File: src/verilog/cachePkg.sv
package cachePkg;

  // data path and address widths
  localparam int unsigned XLEN = 64;
  localparam int unsigned AddrWidth = 32;

  // line geometry
  localparam int unsigned BeatsPerLine = 4;
  localparam int unsigned NumSets = 64;

  // address split
  localparam int unsigned OffsetWidth = 5;
  localparam int unsigned IndexWidth = 6;
  localparam int unsigned TagWidth = AddrWidth - IndexWidth - OffsetWidth;

  // offset bits below the beat select
  localparam int unsigned ByteOffWidth = 3;
  localparam int unsigned BeatSelWidth = OffsetWidth - ByteOffWidth;

  typedef logic [AddrWidth-1:0] addr_t;
  typedef logic [XLEN-1:0] data_t;
  typedef logic [TagWidth-1:0] tag_t;
  typedef logic [IndexWidth-1:0] index_t;
  typedef logic [OffsetWidth-1:0] offset_t;
  typedef logic [BeatSelWidth-1:0] beat_t;

  // four doublewords, beat 0 in the low bits
  typedef data_t [BeatsPerLine-1:0] line_t;

  // byte address viewed as its fields
  typedef struct packed {
    tag_t tag;
    index_t index;
    offset_t offset;
  } addrFields_t;

  // memory read request, addr is 8-byte aligned
  typedef struct packed {
    logic valid;
    addr_t addr;
  } memReq_t;

  typedef struct packed {
    logic valid;
    data_t data;
  } memRsp_t;

  // beat number from the byte offset
  function automatic beat_t beatOf(offset_t offset);
    return offset[OffsetWidth-1 -: BeatSelWidth];
  endfunction

endpackage

File: src/verilog/cacheCtrl.sv
`timescale 1ns/100ps

module cacheCtrl (
  input  logic              clk,
  input  logic              rst_n,
  // pipeline port
  input  logic              reqValid_i,
  input  cachePkg::addr_t   reqAddr_i,
  output logic              addrOk_o,
  output logic              dataOk_o,
  output cachePkg::data_t   rdData_o,
  // lookup to both ways
  output logic              lookupEn_o,
  output cachePkg::index_t  lookupIdx_o,
  output cachePkg::tag_t    cmpTag_o,
  output cachePkg::offset_t cmpOffset_o,
  // way results
  input  logic              hit0_i,
  input  cachePkg::data_t   word0_i,
  input  logic              valid0_i,
  input  logic              hit1_i,
  input  cachePkg::data_t   word1_i,
  input  logic              valid1_i,
  // fill of the victim way
  output logic              fillEn0_o,
  output logic              fillEn1_o,
  output cachePkg::index_t  fillIdx_o,
  output cachePkg::tag_t    fillTag_o,
  output cachePkg::line_t   fillLine_o,
  // refill engine
  output logic              refillStart_o,
  output cachePkg::addr_t   refillAddr_o,
  input  logic              refillDone_i,
  input  cachePkg::line_t   refillLine_i
);
  import cachePkg::*;

  typedef enum logic [2:0] {
    IDLE,
    COMPARE,
    MISS,
    REFILL,
    RESPOND
  } state_t;

  state_t stateQ, stateD;
  addrFields_t reqFields, reqQ;
  logic anyHit;
  logic accept;
  logic victimQ, victimD;
  logic [NumSets-1:0] rrQ;

  assign reqFields = addrFields_t'(reqAddr_i);
  assign anyHit = hit0_i || hit1_i;

  // a hit in COMPARE frees the port for the next request
  assign addrOk_o = (stateQ == IDLE) || ((stateQ == COMPARE) && anyHit);
  assign accept = reqValid_i && addrOk_o;

  always_comb begin
    stateD = stateQ;
    case (stateQ)
      IDLE: begin
        if (reqValid_i) begin
          stateD = COMPARE;
        end
      end
      COMPARE: begin
        if (!anyHit) begin
          stateD = MISS;
        end else if (!reqValid_i) begin
          stateD = IDLE;
        end
      end
      MISS: stateD = REFILL;
      REFILL: begin
        if (refillDone_i) begin
          stateD = RESPOND;
        end
      end
      RESPOND: stateD = IDLE;
      default: stateD = IDLE;
    endcase
  end

  always_ff @(posedge clk or negedge rst_n) begin
    if (!rst_n) begin
      stateQ <= IDLE;
    end else begin
      stateQ <= stateD;
    end
  end

  // accepted address, compared in the following cycle
  always_ff @(posedge clk) begin
    if (accept) begin
      reqQ <= reqFields;
    end
  end

  assign lookupEn_o = accept;
  assign lookupIdx_o = reqFields.index;
  assign cmpTag_o = reqQ.tag;
  assign cmpOffset_o = reqQ.offset;

  // invalid way first, else the set's round-robin bit
  always_comb begin
    if (!valid0_i) begin
      victimD = 1'b0;
    end else if (!valid1_i) begin
      victimD = 1'b1;
    end else begin
      victimD = rrQ[reqQ.index];
    end
  end

  always_ff @(posedge clk or negedge rst_n) begin
    if (!rst_n) begin
      victimQ <= 1'b0;
      rrQ <= '0;
    end else begin
      if ((stateQ == COMPARE) && !anyHit) begin
        victimQ <= victimD;
      end
      // every refill of a set flips its bit
      if (stateQ == RESPOND) begin
        rrQ[reqQ.index] <= ~rrQ[reqQ.index];
      end
    end
  end

  assign dataOk_o = ((stateQ == COMPARE) && anyHit) || (stateQ == RESPOND);

  always_comb begin
    rdData_o = hit1_i ? word1_i : word0_i;
    if (stateQ == RESPOND) begin
      rdData_o = refillLine_i[beatOf(reqQ.offset)];
    end
  end

  // refilled line goes into the victim while it is returned
  assign fillEn0_o = (stateQ == RESPOND) && !victimQ;
  assign fillEn1_o = (stateQ == RESPOND) && victimQ;
  assign fillIdx_o = reqQ.index;
  assign fillTag_o = reqQ.tag;
  assign fillLine_o = refillLine_i;

  assign refillStart_o = (stateQ == MISS);
  assign refillAddr_o = {reqQ.tag, reqQ.index, {OffsetWidth{1'b0}}};

  // a tag never lives in both ways of a set
  hitsExclusive: assert property (
    @(posedge clk) disable iff (!rst_n)
    !(hit0_i && hit1_i)
  ) else $error("cacheCtrl: both ways hit for set %0d", reqQ.index);

endmodule

File: config.mk
export PLATFORM = sky130hd
export DESIGN_NAME = cacheCtrl
export DESIGN_NICKNAME = d
export VERILOG_FILES = /design/src/verilog/cachePkg.sv /design/src/verilog/cacheCtrl.sv
export SDC_FILE = /design/constraint.sdc
export NUM_CORES = 1
export LEC_CHECK = 0
export BUFFER_PORTS_ARGS = -buffer_cell sky130_fd_sc_hd__buf_2
export CAP_MARGIN = 20
export CORE_AREA = 2 2 323 325
export DETAILED_ROUTE_END_ITERATION = 12
export DIE_AREA = 0 0 325 327
export GPL_ROUTABILITY_DRIVEN = 0
export PLACE_DENSITY = 0.3
export SYNTH_ARGS = -nofsm -noshare
export SYNTH_HDL_FRONTEND = slang
export SYNTH_SLANG_ARGS = --single-unit
File: constraint.sdc
create_clock -name clk -period 1.92 [get_ports clk]
set_clock_uncertainty 0.1 [all_clocks]
set_input_delay 0.288 -clock clk [delete_from_list [all_inputs] [get_ports clk]]
set_output_delay 0.288 -clock clk [all_outputs]
set_load 0.03 [all_outputs]
# --- Word-level counts from Yosys, hierarchy flattened ---
# Index checks and enable logic that the tools add are counted.
classes:
  addsub: 0
  div: 0
  mux: 16
  multipliers: 0
  magnitude_cmp: 3
  n_bitwise: 1
  n_shift: 0
  n_reduce_logical: 13
  eq_ne: 7
ops:
  columns: ["cell", "n"]
  rows:
  - ["2-to-1 mux 64 bit", 3]
  - ["binary-select mux 64 bit (select 2 bit)", 1]
  - ["bitwise mux 64 bit", 1]
  - ["2-to-1 mux 3 bit", 4]
  - ["case mux 3 bit (4 select lines)", 1]
  - ["less-than comparator 6 x 7 -> 1 bit (second input constant)", 1]
  - ["binary-select mux 1 bit (select 6 bit)", 1]
  - ["demux 1 bit (select 6 bit)", 1]
  - ["== test 3 x 2 -> 1 bit (second input constant)", 2]
  - [">= comparator 6 x 1 -> 1 bit (second input constant)", 1]
  - ["logical AND 1 bit", 6]
  - ["2-to-1 mux 1 bit", 4]
  - ["!= test 2 bit (second input constant)", 2]
  - ["== test 3 x 1 -> 1 bit (second input constant)", 1]
  - ["== test 3 bit (second input constant)", 1]
  - ["zero test 3 bit", 1]
  - ["logical OR 1 bit", 3]
  - ["less-than comparator 2 x 3 -> 1 bit (second input constant)", 1]
  - ["!= test 3 bit (second input constant)", 1]
  - ["AND reduction 3 bit", 1]
  - ["zero test 1 bit", 2]
  - ["NOT 1 bit", 1]
word_totals:
  regBits: 100
  n_memories: 0
  latchBits: 0
  mem_bits_rw: 0
  input_bits: 424
  romBits: 0
  output_inout_bits: 417
  elab_cells: 46

# --- Longest topological paths before layout ---
depth:
  depth_word: 5
  depth_mapped: 9
  depth_no_buf: 6

# --- Least setup slack after synthesis ---
# Ideal clock, no wire load.
synth_path:
  path_kind: "register -> register"
  start: "reg stateQ[1]"
  end: "reg reqQ, in the netlist cmpOffset_o[0], enable pin"
  arrival_ps: 2477
  path_stages_with_launch: 4
  period_less_slack_ps: 2979
  path_buffers: 1
  path_slack_ps: -1059
  required_ps: 1418
  setup_ps: 402
  path_cell_list: "dfrtp_1 clkbuf_1 a211oi_1 and2_1"
synth_via:
  elab_chain_len: 4
  elab_cells_between_ends: 5
  classes_between: "eq/ne: 1; reduce/logical: 4"
synth_rtl:
  columns: ["item", "line_no", "rtl"]
  rows:
  - ["start: declaration", "cacheCtrl.sv:46", "state_t stateQ, stateD;"]
  - ["start signal: assignment", "cacheCtrl.sv:90", "stateQ <= stateD;"]
  - ["== test 3 x 1 -> 1 bit", "cacheCtrl.sv:57", "assign addrOk_o = (stateQ == IDLE) || ((stateQ == COMPARE) && anyHit);"]
  - ["logical AND 1 bit", "cacheCtrl.sv:57", null]
  - ["logical OR 1 bit (*)", "cacheCtrl.sv:57", null]
  - ["net addrOk_o", "cacheCtrl.sv:9", "output logic addrOk_o,"]
  - ["logical AND 1 bit (*)", "cacheCtrl.sv:58", "assign accept = reqValid_i && addrOk_o;"]
  - ["net lookupEn_o", "cacheCtrl.sv:13", "output logic lookupEn_o,"]
  - ["end signal: assignment", "cacheCtrl.sv:97", "reqQ <= reqFields;"]
  - ["end: declaration", "cacheCtrl.sv:47", "addrFields_t reqFields, reqQ;"]
# Mark *: on every way through the listed nets, which the timed path passes. The rest lies on a longest branch.
# A chain may end at the register's enable or synchronous reset.

# --- Worst setup path after layout ---
layout_path:
  start: "reg reqQ, in the netlist cmpOffset_o[3]"
  end: "out rdData_o[53]"
layout_via:
  elab_chain_len: 3
layout_rtl:
  columns: ["item", "line_no", "rtl"]
  rows:
  - ["binary-select mux 64 bit (select 2 bit)", "cacheCtrl.sv:137", "rdData_o = refillLine_i[beatOf(reqQ.offset)];"]
  - ["2-to-1 mux 64 bit (implied by the code)", "cacheCtrl.sv:137", null]
  - ["2-to-1 mux 64 bit", "cacheCtrl.sv:136", "if (stateQ == RESPOND) begin"]
  - ["end: declaration", "cacheCtrl.sv:11", "output cachePkg::data_t rdData_o,"]
# No other way between the ends. The select of a mux whose other input is x is not followed.

==> results summary <==
The number of filler instances in the final layout came out at 11600. The count of final max-slew check failures is 0. The detailed router used layers up to and including met5. The worst hold path terminates at fillIdx_o[5]. The origin of the worst min-delay path is reqAddr_i[10]. The area of the die came out at ~110000 um^2. The number of violations of the max-capacitance limit is 0. The initial antenna violation count came out at 43. The number of global-route vias before repair came to approximately 10000. The wire length on met2 is approximately 31 mm.

The worst-margin pin slew came out at between 700 and 800 ps. The via density per instance is around 3.4. The total global routing overflow came out at 0. The post-synthesis sequential element count came out at 100. At the end of the flow the core is filled with cells to 16.4%.

The critical path required time is approximately 1500 ps. The CTS sink count is 100. Measured in cells, the most critical reg-to-reg path has a length of 11. The setup path with the least slack is of type reg2out. The HPWL after detailed placement came out at about 55 mm. The setup slack after layout came out at -552 ps.

The critical path data arrival time came out at 2080 ps. Setup repair after global routing could not meet its margin everywhere. No sink is reached through more buffers than the 2 on the longest clock path. The area of the placeable core came out at about 100000 um^2.

The first global-routing pass estimated between 80 and 90 mm of wire. The final reports fail on negative setup slack. The later pin in the worst-skew pair is clocked with a latency of between 300 and 400 ps. Along the worst hold path, the cell count comes to 1. The leading cell type in the layout, fill and taps excluded is sky130_fd_sc_hd__buf_2. Overall power consumption after layout is estimated at about 13000 uW. The detailed-route wire length per cell is 21.2 um. 841 I/O pins were placed.

In this run the register-to-register setup slack is -450 ps. The routed design could run at a clock period as short as 2470 ps. The synthesized netlist occupies a cell area of 10000 um^2. The number of instances in the synthesized netlist came out at between 900 and 1000.

The worst ir drop on vdd is between 500 and 600 uV. The leakage power of the design came out at 0.00814 uW. The total global routing track utilization is approximately 11%. The post-route netlist has ~78% of its cells at a drive strength greater than 1.

For this run, the detailed router's first-pass iteration total came to 5. The final count of hold timing violations came to 0. The total CTS buffers is 9. The first routing iteration left 612 violations. The flow ran to the end, but the final reports show violations. The endpoint class of the critical path is a primary output.

The startpoint identified for the worst register-to-register timing path is fillIdx_o[0]. The count of final setup violators came out at 130. The post-CTS clock slew at the launch and capture registers of the worst setup and hold paths is approximately 70 ps. After detailed routing, the number of remaining DRC violations is 0. The number of vias after detailed routing came out at around 10000. The maximum frequency from static timing analysis is 405 MHz.

The total routed wire length on the met1 layer came out at 28.5 mm. In this run the remaining antenna-violating nets after routing total 0. The part of the Yosys area used for sequential elements is 26.6%. In this run the critical register-to-register path is captured at rrQ[35]. The mean instance size in the synthesized netlist is between 10 and 15 um^2. In this run the horizontal extent of the chip is approximately 330 um. The H-tree was split into 3 levels. During synthesis, Yosys emitted a total of 0 warnings.

The detailed route wirelength on metal3 is ~4.3 mm. Input and output buffers added on the ports amount to approximately 840. In the layout the commonest cells are sky130_fd_sc_hd__buf_2 (764), sky130_fd_sc_hd__buf_4 (162), sky130_fd_sc_hd__mux2i_1 (90).

The net total in the final layout is 2090. The total length of routed wires came out at between 60 and 70 mm. The final total negative setup slack came out at -55180 ps. In this run the worst hold path is classified as in2reg. The power density normalized to cell area came out at around 750 nW/um^2. The ratio of final minimum period to clock period came out at 129%. Row generation in the floorplan step produced about 120 rows. The vertical die dimension is approximately 330 um. Yosys mapped the design onto 43 distinct sky130hd cell types. TritonCTS built the clock tree. The worst setup path is launched from a register.

The largest net degree at the start of global routing came out at a little under 70. The root cell of the clock tree is sky130_fd_sc_hd__clkbuf_16. The worst slew margin relative to its limit came out at between 40% and 50%. The synthesis-to-layout area growth came out at 67.9%. The initial core utilization came out at 9.74%.

The setup slack at placement is -423 ps. The largest fanout on the critical path came out at 6.
-- critical path: stages, from the launching register on --
cell                       delay, ps
sky130_fd_sc_hd__edfxtp_1        380
sky130_fd_sc_hd__buf_12          160
sky130_fd_sc_hd__buf_16          170
sky130_fd_sc_hd__buf_8           150
sky130_fd_sc_hd__mux4_2          520
sky130_fd_sc_hd__nand2_1          70
sky130_fd_sc_hd__o21ai_1          60
sky130_fd_sc_hd__buf_4           170
-- worst max path at each step --
stage,slack (ps),endpoint,startpoint,depth (start not counted)
after floorplan,-210,rdData_o[61],cmpOffset_o[3],5
after global placement,-420,victimQ,fillIdx_o[0],9
after detailed placement,-420,victimQ,fillIdx_o[0],9
after CTS,-600,rdData_o[53],cmpOffset_o[3],7
after global routing,-640,rdData_o[53],cmpOffset_o[3],7
final,-550,rdData_o[53],cmpOffset_o[3],7
-- cell usage after synthesis (all sizes together) --
cell	count	area, um^2
a211oi	2	15.0
a21o	1	7.51
a21oi	1	5.00
a22oi	17	128
and2	3	20.0
and3	6	38.8
and3b	2	17.5
buf	358	2690
clkbuf	19	72.6
conb	1	3.75
dfrtp	68	1700
edfxtp	32	961
inv	1	3.75
mux2	64	841
mux2i	96	961
mux4	64	1440
nand2	131	492
nand2b	1	6.26
nand3	9	50.1
nand4	2	25.0
nor2	8	42.5
nor2b	3	18.8
nor3	3	20.0
nor3b	7	101
nor4	1	21.3
o21ai	65	325
o2bb2ai	1	8.76
or2	1	6.26
-- per-layer routing --
metal,track usage (%),up-vias
met1,15.4,5094
met4,1.91,16
met2,19.0,589
met5,0,-
met3,2.47,84
li1,-,4488
-- registers in the layout, indices dropped and copies added (netlist names) --
name         flops
cmpOffset_o      5
rrQ             64
cmpTag_o        21
stateQ           3
fillIdx_o        6
victimQ          1
-- cells by family after synthesis --
group / Yosys count / share of synthesized area (%)
compound gates: 87 / 4.88
mux: 224 / 32.4
other cells: 1 / 0.0374
flops: 100 / 26.6
simple gates: 177 / 8.57
buf+inv: 378 / 27.6
-- report_power, final --
part | total (uW) | switching (uW) | internal, uW
clock | 1770 | 874 | 894
sequential | 2750 | 248 | 2510
combinational | 8100 | 4520 | 3580
total | 12600 | 5650 | 6980
-- cell type report --
cell class                      instances  area (um^2)  area share [%]
Antenna cell                            6         15.0          0.0892
Inverter                                1         3.75          0.0223
Clock inverter                          6         40.0           0.238
Clock buffer                           10          233            1.38
Multi-Input combinational cell        493         5180            30.8
Sequential cell                       100         2660            15.8
Timing Repair Buffer                 1061         6970            41.4
Tap cell                             1380         1730            10.3
-- metrics by stage --
stage,hold slack [ps],std cells,cell area [um^2]
global route,13.7,3055,16800
floorplan,-108,971,10400
global placement,261,2983,15100
detailed placement,267,2983,15100
finish,27.4,3057,16800
CTS,6.26,3055,16800
-- timing repair --
action | CTS | global route
hold endpoints to repair | 93 | 0
endpoints found under the setup margin | 134 | 134
hold buffers | 26 | 0
buffers inserted | 19 | 2
gates resized for setup | 217 | 26
pin swaps | 71 | 13
gates cloned | 12 | 0
No activity file was read; power rests on OpenSTA's default activity.
