===== src/verilog/cachePkg.sv =====
package cachePkg;

  // data path and address widths
  localparam int unsigned XLEN = 64;
  localparam int unsigned AddrWidth = 32;

  // line geometry
  localparam int unsigned BeatsPerLine = 4;
  localparam int unsigned NumSets = 64;

  // address split
  localparam int unsigned OffsetWidth = 5;
  localparam int unsigned IndexWidth = 6;
  localparam int unsigned TagWidth = AddrWidth - IndexWidth - OffsetWidth;

  // offset bits below the beat select
  localparam int unsigned ByteOffWidth = 3;
  localparam int unsigned BeatSelWidth = OffsetWidth - ByteOffWidth;

  typedef logic [AddrWidth-1:0] addr_t;
  typedef logic [XLEN-1:0] data_t;
  typedef logic [TagWidth-1:0] tag_t;
  typedef logic [IndexWidth-1:0] index_t;
  typedef logic [OffsetWidth-1:0] offset_t;
  typedef logic [BeatSelWidth-1:0] beat_t;

  // four doublewords, beat 0 in the low bits
  typedef data_t [BeatsPerLine-1:0] line_t;

  // byte address viewed as its fields
  typedef struct packed {
    tag_t tag;
    index_t index;
    offset_t offset;
  } addrFields_t;

  // memory read request, addr is 8-byte aligned
  typedef struct packed {
    logic valid;
    addr_t addr;
  } memReq_t;

  typedef struct packed {
    logic valid;
    data_t data;
  } memRsp_t;

  // beat number from the byte offset
  function automatic beat_t beatOf(offset_t offset);
    return offset[OffsetWidth-1 -: BeatSelWidth];
  endfunction

endpackage


===== src/verilog/refillUnit.sv =====
`timescale 1ns/100ps

module refillUnit #(
  parameter int unsigned MaxCredits = 2
) (
  input  logic              clk,
  input  logic              rst_n,
  input  logic              start_i,
  input  cachePkg::addr_t   lineAddr_i,
  output logic              done_o,
  output cachePkg::line_t   line_o,
  // memory port
  output cachePkg::memReq_t memReq_o,
  input  cachePkg::memRsp_t memRsp_i,
  input  logic              memCredit_i
);
  import cachePkg::*;

  // one spare bit so an overflow stays visible
  localparam int unsigned CreditWidth = $clog2(MaxCredits + 1) + 1;

  typedef logic [CreditWidth-1:0] credit_t;
  // counts 0 to BeatsPerLine
  typedef logic [BeatSelWidth:0] beatCnt_t;

  credit_t creditQ, creditD;
  beatCnt_t issueCntQ, rspCntQ;
  logic busyQ;
  logic issue;
  addr_t baseQ;
  line_t lineQ;

  assign issue = busyQ && (issueCntQ < BeatsPerLine) && (creditQ != '0);

  assign memReq_o.valid = issue;
  assign memReq_o.addr = {baseQ[AddrWidth-1:OffsetWidth], issueCntQ[BeatSelWidth-1:0],
                          {ByteOffWidth{1'b0}}};

  always_comb begin
    creditD = creditQ;
    if (issue) begin
      creditD = creditD - 1'b1;
    end
    if (memCredit_i) begin
      creditD = creditD + 1'b1;
    end
  end

  always_ff @(posedge clk or negedge rst_n) begin
    if (!rst_n) begin
      creditQ <= credit_t'(MaxCredits);
      busyQ <= 1'b0;
      issueCntQ <= '0;
      rspCntQ <= '0;
      done_o <= 1'b0;
    end else begin
      creditQ <= creditD;
      done_o <= 1'b0;
      if (start_i) begin
        busyQ <= 1'b1;
        issueCntQ <= '0;
        rspCntQ <= '0;
      end else if (busyQ) begin
        if (issue) begin
          issueCntQ <= issueCntQ + 1'b1;
        end
        if (memRsp_i.valid) begin
          rspCntQ <= rspCntQ + 1'b1;
          // last beat in, pulse done next cycle
          if (rspCntQ == beatCnt_t'(BeatsPerLine - 1)) begin
            busyQ <= 1'b0;
            done_o <= 1'b1;
          end
        end
      end
    end
  end

  // line base and beat slots
  always_ff @(posedge clk) begin
    if (start_i) begin
      baseQ <= lineAddr_i;
    end
    if (busyQ && memRsp_i.valid) begin
      lineQ[rspCntQ[BeatSelWidth-1:0]] <= memRsp_i.data;
    end
  end

  assign line_o = lineQ;

  creditBound: assert property (
    @(posedge clk) disable iff (!rst_n)
    creditQ <= MaxCredits
  ) else $error("refillUnit: credit count %0d above %0d", creditQ, MaxCredits);

  // responses only for requests already issued
  noStrayResponse: assert property (
    @(posedge clk) disable iff (!rst_n)
    memRsp_i.valid |-> (issueCntQ != rspCntQ)
  ) else $error("refillUnit: response with no request outstanding");

endmodule


===== config.mk =====
export PLATFORM = sky130hd
export DESIGN_NAME = refillUnit
export DESIGN_NICKNAME = d
export VERILOG_FILES = /design/src/verilog/cachePkg.sv /design/src/verilog/refillUnit.sv
export SDC_FILE = /design/constraint.sdc
export NUM_CORES = 1
export LEC_CHECK = 0
export ABC_AREA = 0
export BUFFER_PORTS_ARGS = -buffer_cell sky130_fd_sc_hd__clkbuf_2
export CAP_MARGIN = 5
export CORE_AREA = 4 4 150 152
export CTS_BUF_LIST = sky130_fd_sc_hd__clkbuf_4 sky130_fd_sc_hd__clkbuf_8
export DETAILED_ROUTE_END_ITERATION = 10
export DIE_AREA = 0 0 154 156
export HOLD_SLACK_MARGIN = 0.03
export PLACE_DENSITY = 0.81
export SYNTH_ARGS = -nofsm -noshare
export SYNTH_HDL_FRONTEND = slang
export SYNTH_SLANG_ARGS = --single-unit

===== constraint.sdc =====
create_clock -name clk -period 5.36 [get_ports clk]
set_input_delay 0 -clock clk [delete_from_list [all_inputs] [get_ports clk]]
set_output_delay 0 -clock clk [all_outputs]
set_load 0.02 [all_outputs]

# Yosys cells after proc, flatten, opt, wreduce, memory -nomap -nowiden
# Cells that the tools add are included.
# word_totals
ff_bits	299
input_bits	101
output_inout_bits	290
elab_cells	47
# op_classes
addsub	4
order_cmp	3
n_eq_ne	1
mux	19
reduce_logical	10
# op_table
operator	count
$bwmux W256	1
$demux W64 S2	1
$mux W64	1
$mux W3	8
$add A3 B1 Y3 const B	3
$mux W1	8
$reduce_bool A2 Y1	3
$logic_and A1 B1 Y1	4
$reduce_and A2 Y1	2
$eq A3 B2 Y1 const B	1
$lt A2 B3 Y1 const B	1
$lt A3 B3 Y1 const B	1
$reduce_bool A3 Y1	1
$sub A3 B1 Y3 const B	1
$ge A2 B1 Y1 const B	1

# Depth between registers and ports, before layout
# Gate-level depths: netlist of the first run.
# depth
word_depth	6
ltp_mapped	10
mapped_depth_nobuf	9

# Worst setup path after synthesis of the first run
# No wires, ideal clock.
# synth_path
path_type	register -> register
from	reg, netlist name rspCntQ[0]
to	reg lineQ (netlist bit line_o[128]), enable pin
setup_time_ps	393
arrival_time_ps	1499
required_time_ps	4967
setup_slack_ps	3468
stages_incl_launch_ff	4
n_path_buf	0
synth_period_minus_slack_ps	1892
cell_sequence	dfrtp_1 -> inv_1 -> ha_1 -> and3_2
# synth_lines
element	line_no	source
to (signal, indexed assignment)	refillUnit.sv:85	lineQ[rspCntQ[BeatSelWidth-1:0]] <= memRsp_i.data;
to (decl)	refillUnit.sv:31	line_t lineQ;

==> metrics, run 1 <==
I/O Pins=391; DP HPWL=15,100 microns; DR iter-0 viols=282; Leakage=0.00543 uW; grt total ovfl=0; DRT Pass-1 Iters=4; Post-Syn Instances=353; setup violators final=0; PortBufs=382; synth unique cells=25; worst vdd ir=0.313 mV; Max stage delay on crit path=0.73 ns; final-layout fill cell count=1,420; Power Dens Cells=386 mW/mm^2; Cell Rows=53; RSZ-0062 raised after global routing=false; Routed met2 length=12,400 microns; clk buf depth=3; status=finished clean; PostCTS Resize Cnt=0; area grow syn2layout=44.2%; layout cell share with drive strength beyond 1=0.515; GRT Total Usage=0.187; worst-path maximum fanout=8; DP Worst Slack=2.95 ns; total number of vias=5,394; Max Clk Rate=0.401 GHz; Final GP Congestion=0.803; critical path endpoint category=output pin; critical path cell sequence=inv_1 -> ha_1 -> ha_1 -> nor3b_2 -> clkbuf_2; Clock transition at path regs=0.06 ns; CTS root buffer=clkbuf_8; Worst EP required=5.36 ns; synth warn=0; Final ANT Viol Nets=0; crit-path leading delay family=simple AND/OR/NAND/NOR gates; Metal-1 WL=8290 microns; mapped cell area=0.00922 sq mm; H-tree levels=2; CTS sink cnt=294; die area=0.0240 sq mm; Setup CP Type=reg -> out; syn avg cell area=26.1 sq um; Synth Register Bits=294; Routed Wire Length=23,200 microns; Fin. Hold Viols=0; Max Used Layer=met4; Post-CTS Setup Bufs=0; Hold Buf Count CTS=96; met3 wire len=2060 microns; chip height=156 microns; via density per instance=4.58; Max-Cap Viols=0; Initial Util=0.438; initial antenna violation count=0; Worst EP arrival=2.49 ns; non-filler instance count after layout=1,179; part of the cycle the worst path needs=0.465; Inserted Clock Buffers=44; vias in the first global route=5,882; worst setup margin=2.87 ns; Die W=154 microns; cell mode on critical path=ha_1; Routed wire per std cell=19.7 microns; shortest period the worst path allows=2.49 ns; clk_lat worst skew=0.53 ns; sequential area share after synthesis=0.952; slew margin rel.=0.403; CP bufs+invs=2; dpl cells=1,007; Core Box Area=0.0210 sq mm; global-route wire length before repair=34,100 microns; Worst setup SP type=flip-flop; Critical-path top delay cell=nor3b_2; Layout Nets=984; CTS tree=done; Pins Over Slew Limit=0; Slew @ Worst Pin=0.891 ns; clk_skew=0.0163 ns; TNS Setup=0 ns; largest net degree at the start of global routing=40; ANT cells=0; residual DRC count=0; worst hold path type=in -> reg
power by group:
group,switching [uW],internal (uW)
logic,367,219
registers,42.3,2670
clock network,792,1040
total,1200,3930
through the flow:
stage | hold slack (ns) | power, uW | cell area [sq um] | utilization
after CTS | 0.149 | 5170 | 13300 | 0.632
after floorplan | -0.296 | 3090 | 9220 | -
final | 0.198 | 5130 | 13300 | 0.632
after detailed placement | -0.0965 | 3290 | 11400 | 0.544
after global placement | -0.106 | 3260 | 11400 | 0.544
after global routing | 0.164 | 5360 | 13300 | 0.632
cell type report:
cell class	count	area, sq um	area share
Clock buffer	63	748	0.0563
Clock inverter	13	140	0.0105
Inverter	7	26.3	0.00198
Multi-Input combinational cell	45	352	0.0265
Sequential cell	294	8770	0.660
Tap cell	275	344	0.0259
Timing Repair Buffer	482	2900	0.218
per-layer routing:
| layer | global-route usage | vias up |
|---|---|---|
| met5 | 0 | - |
| met4 | 0.0585 | 0 |
| met3 | 0.0616 | 45 |
| met2 | 0.338 | 303 |
| met1 | 0.210 | 2618 |
| li1 | - | 2428 |
flip-flops by register name (all words and copies together), names as in the netlist:
| register | flops |
|---|---|
| baseQ | 27 |
| busyQ | 1 |
| creditQ | 3 |
| done_o | 1 |
| issueCntQ | 3 |
| line_o | 256 |
| rspCntQ | 3 |
cells in the mapped netlist:
library cell | number | area, sq um
edfxtp_1 | 283 | 8500
dfrtp_1 | 10 | 250
ha_1 | 9 | 113
inv_1 | 7 | 26.3
buf_4 | 6 | 45.0
nand2_1 | 6 | 22.5
nor2_1 | 5 | 18.8
and3_2 | 4 | 30.0
a21oi_1 | 3 | 15.0
xnor2_1 | 3 | 26.3
buf_6 | 2 | 22.5
mux2i_1 | 2 | 20.0
a21o_1 | 1 | 7.51
a21o_2 | 1 | 8.76
a31oi_1 | 1 | 6.26
clkbuf_1 | 1 | 3.75
conb_1 | 1 | 3.75
dfstp_2 | 1 | 26.3
nand3_1 | 1 | 5.00
nor3b_1 | 1 | 7.51
nor3b_2 | 1 | 12.5
o21ai_1 | 1 | 5.00
or2_2 | 1 | 6.26
xnor2_4 | 1 | 27.5
xor2_1 | 1 | 8.76
cells by family (layout without fill, tap and decap cells):
family | count (synthesis) | count (layout) | synth area share
compound gates | 7 | 7 | 0.00462
xor+xnor | 5 | 5 | 0.00679
fa+ha+maj | 9 | 9 | 0.0122
buf+inv | 16 | 565 | 0.0106
flops | 294 | 294 | 0.952
mux | 2 | 2 | 0.00217
other cells | 1 | 3 | 0.000407
simple gates | 19 | 19 | 0.0111
layout by cell type, fill, tap and decap left out:
cell type	netlist	routed
clkbuf_2	0	382
edfxtp_1	283	283
inv_1	7	7
nor3b_1	1	1
clkinv_2	0	3
xor2_1	1	1
or2_2	1	1
and3_2	4	4
ha_1	9	9
nor3b_2	1	1
clkinv_1	0	5
conb_1	1	3
inv_6	0	1
bufinv_16	0	3
clkinvlp_4	0	1
nand3_1	1	1
xnor2_1	3	3
a21o_1	1	1
nor2_1	5	5
a21oi_1	3	3
buf_4	6	4
dfstp_2	1	1
clkbuf_4	0	19
o21ai_1	1	1
nand2_1	6	6
xnor2_4	1	1
mux2i_1	2	2
dfrtp_1	10	10
dlygate4sd3_1	0	96
a21o_2	1	1
a31oi_1	1	1
clkbuf_8	0	44
worst paths after layout:
path / start / endpoint / slack [ns] / cells after the start
max in group asynchronous: rst_n / busyQ / 3.92 / 4
worst min-delay path: lineAddr_i[19] / baseQ[19] / 0.20 / 2
worst max-delay path: creditQ[1] / memReq_o[32] / 2.87 / 5
min in group asynchronous: rst_n / creditQ[1] / 0.52 / 3
worst min register to register: rspCntQ[2] / rspCntQ[2] / 0.52 / 2
worst max register to register: creditQ[1] / creditQ[2] / 2.91 / 9
(Power assumes the default switching activity.)
==> inputs of run 2 (changes only) <==
==> config.mk (replaced) <==
export PLATFORM = sky130hd
export DESIGN_NAME = refillUnit
export DESIGN_NICKNAME = d
export VERILOG_FILES = /design/src/verilog/cachePkg.sv /design/src/verilog/refillUnit.sv
export SDC_FILE = /design/constraint.sdc
export NUM_CORES = 1
export LEC_CHECK = 0
export ABC_AREA = 1
export BUFFER_PORTS_ARGS = -buffer_cell sky130_fd_sc_hd__clkbuf_2
export CAP_MARGIN = 5
export CORE_AREA = 4 4 151 153
export CTS_BUF_LIST = sky130_fd_sc_hd__clkbuf_4 sky130_fd_sc_hd__clkbuf_8
export DETAILED_ROUTE_END_ITERATION = 10
export DIE_AREA = 0 0 155 157
export HOLD_SLACK_MARGIN = 0.03
export PLACE_DENSITY = 0.8
export SYNTH_ARGS = -nofsm -noshare
export SYNTH_HDL_FRONTEND = slang
export SYNTH_SLANG_ARGS = --single-unit
==> constraint.sdc (replaced) <==
create_clock -name clk -period 2.45 [get_ports clk]
set_input_delay 0 -clock clk [delete_from_list [all_inputs] [get_ports clk]]
set_output_delay 0 -clock clk [all_outputs]
set_load 0.02 [all_outputs]
==> run 2 against run 1 <==
Effect of this change:
- critical path depth increased by 2
- synthesized cell count increased by 5.9%
- count of clock-buffer cells in the layout decreased by 10
- register-to-register slack got worse by 2.4 ns
- sequential power increased by 120%
- setup slack got worse by 2.4 ns
- power increased by 120%
- flip-flop and latch count unchanged
- highest routed layer unchanged
==> metrics, run 2 <==
status=finished clean; final-layout fill cell count=1,485; CTS root buffer=clkbuf_8; shortest period the worst path allows=2.02 ns; synth warn=0; PortBufs=382; Hold Buf Count CTS=97; Die W=155 microns; ys async rst share=0.0374; Synth Area in Compound Gates=0.00502; Max Used Layer=met4; PostCTS Resize Cnt=0; Clock transition at path regs=0.07 ns; met3 wire len=2430 microns; Core Box Area=0.0216 sq mm; I/O Pins=391; grt total ovfl=0; min-delay src=lineAddr_i[11]; hold slack final=0.182 ns; syn avg cell area=24.7 sq um; Synth Flop Type=edfxtp_1; CTS tree=done; Inserted Clock Buffers=45; post-synthesis mux area share=0; Max-Cap Viols=0; DRT Pass-1 Iters=5; Worst setup SP type=flip-flop; area grow syn2layout=45.7%; setup violators final=0; part of the cycle the worst path needs=0.823; top cell type's share of synthesized area=0.921; global-route wire length before repair=33,800 microns; H-tree levels=2; reg2reg start=creditQ[1]; chip height=157 microns; Power Dens Cells=829 mW/mm^2; Worst EP arrival=2.02 ns; Final ANT Viol Nets=0; clk_lat worst skew=0.54 ns; Hold Path Cell Cnt=2; dpl cells=1,040; Initial Util=0.428; worst r2r path cells=14; clk buf depth=3; Post-CTS Setup Bufs=0; Max Clk Rate=0.496 GHz; Metal-1 WL=7860 microns; critical path endpoint category=output pin; Final GP Congestion=0.758; largest family of logic cells by synthesized area=simple AND/OR/NAND/NOR gates; layout cell share with drive strength beyond 1=0.497; Post-Synth Simple-Gate Area=0.0182; fraction of the mapped netlist area in adder cells=0.0122; worst vdd ir=0.578 mV; Routed Wire Length=22,900 microns; Cell Rows=54; Yosys top cell by area=edfxtp_1; Routed wire per std cell=18.8 microns; die area=0.0243 sq mm; DP HPWL=15,000 microns; Post-Syn Instances=374; Synth Register Bits=294; Synth top cells by count=283 x edfxtp_1, 19 x inv_1, 16 x nand2_1; worst hold path type=in -> reg; RSZ-0062 raised after global routing=false; Multi-input gate area=368 sq um; vias in the first global route=5,917; DP Worst Slack=0.500 ns; DR iter-0 viols=277; Layout Nets=1,014; reg-to-reg slack, setup=0.53 ns; top cells by area, synth=edfxtp_1 92%, dfrtp_1 2.7%, ha_1 1.2%; initial antenna violation count=0; commonest non-fill, non-tap cell in the layout=clkbuf_2; sequential area share after synthesis=0.951; reg-to-reg critical path endpoint=creditQ[2]; Worst EP required=2.45 ns; XOR/XNOR Fraction of Synth Area=0; worst setup margin=0.434 ns; slew margin rel.=0.643; total number of vias=5,479; Setup CP Type=reg -> out; count leader, synth=edfxtp_1; synth unique cells=19; Leakage=0.00551 uW; Fin. Hold Viols=0; worst-path maximum fanout=8; non-filler instance count after layout=1,216; residual DRC count=0; Hold Path End=baseQ[11]; highest-count cells in the layout ignoring fill and taps=382 x clkbuf_2, 283 x edfxtp_1, 97 x dlygate4sd3_1; Routed met2 length=12,100 microns; clk_skew=0.0150 ns; via density per instance=4.51; ANT cells=0; Pins Over Slew Limit=0; EDFF count, synth=283; largest net degree at the start of global routing=65; GRT Total Usage=0.182; Slew @ Worst Pin=0.535 ns; max reg flops=256; mapped cell area=0.00923 sq mm; CTS sink cnt=294; Reg area=0.00877 sq mm
[run 2: cell types whose count changed after synthesis, sizes merged, moves of 3 or more]
cell,before,now
xnor2,4,0
o21ai,1,4
and3,4,0
inv,7,19
nand3,1,8
nor2,5,8
nand2,6,18
[run 2: worst max path at each step]
stage / from / end / slack, ns
floorplan: busyQ / line_o[0] / -0.34
global placement: creditQ[1] / creditQ[2] / 0.55
detailed placement: creditQ[1] / creditQ[2] / 0.50
CTS: creditQ[1] / memReq_o[32] / 0.39
global route: creditQ[1] / memReq_o[32] / 0.30
finish: creditQ[1] / memReq_o[32] / 0.43
[run 2: kinds of logic after synthesis]
| logic type | after synthesis |
|---|---|
| fa+ha+maj | 9 |
| other cells | 1 |
| compound gates | 8 |
| buf+inv | 26 |
| simple gates | 36 |
| flops | 294 |
[run 2: metrics by stage]
| step | instance area (sq um) | TNS [ns] | power, uW | utilization |
|---|---|---|---|---|
| final | 13400 | 0 | 11100 | 0.624 |
| after global routing | 13400 | 0 | 11700 | 0.624 |
| after CTS | 13400 | 0 | 11200 | 0.624 |
| after detailed placement | 11600 | 0 | 7170 | 0.538 |
| after global placement | 11600 | 0 | 7120 | 0.538 |
| after floorplan | 9240 | -86.00 | 6720 | - |
[run 2: area by class of cell]
| type | instances | area share |
|---|---|---|
| timing repair buffer | 487 | 0.223 |
| inverter | 20 | 0.00568 |
| clock inverter | 26 | 0.0148 |
| tap | 280 | 0.0261 |
| sequential | 294 | 0.653 |
| multi-input combinational | 56 | 0.0274 |
| clock buffer | 53 | 0.0505 |
[run 2: critical path, stage by stage, from the launching register on]
cell,delay (ns)
dfstp_2,0.53
inv_1,0.04
ha_1,0.17
ha_1,0.17
inv_1,0.14
nand3_4,0.15
clkinv_2,0.11
clkbuf_2,0.18
[run 2: metal layers]
| metal | global-route usage | vias to the layer above |
|---|---|---|
| met1 | 0.204 | 2606 |
| met3 | 0.0641 | 39 |
| met2 | 0.329 | 320 |
| met5 | 0.00794 | - |
| met4 | 0.0513 | 0 |
| li1 | - | 2514 |
[run 2: power breakdown]
part / switching (uW) / internal, uW
sequential: 93.1 / 5820
combinational: 821 / 456
clock: 1790 / 2160
total: 2700 / 8440
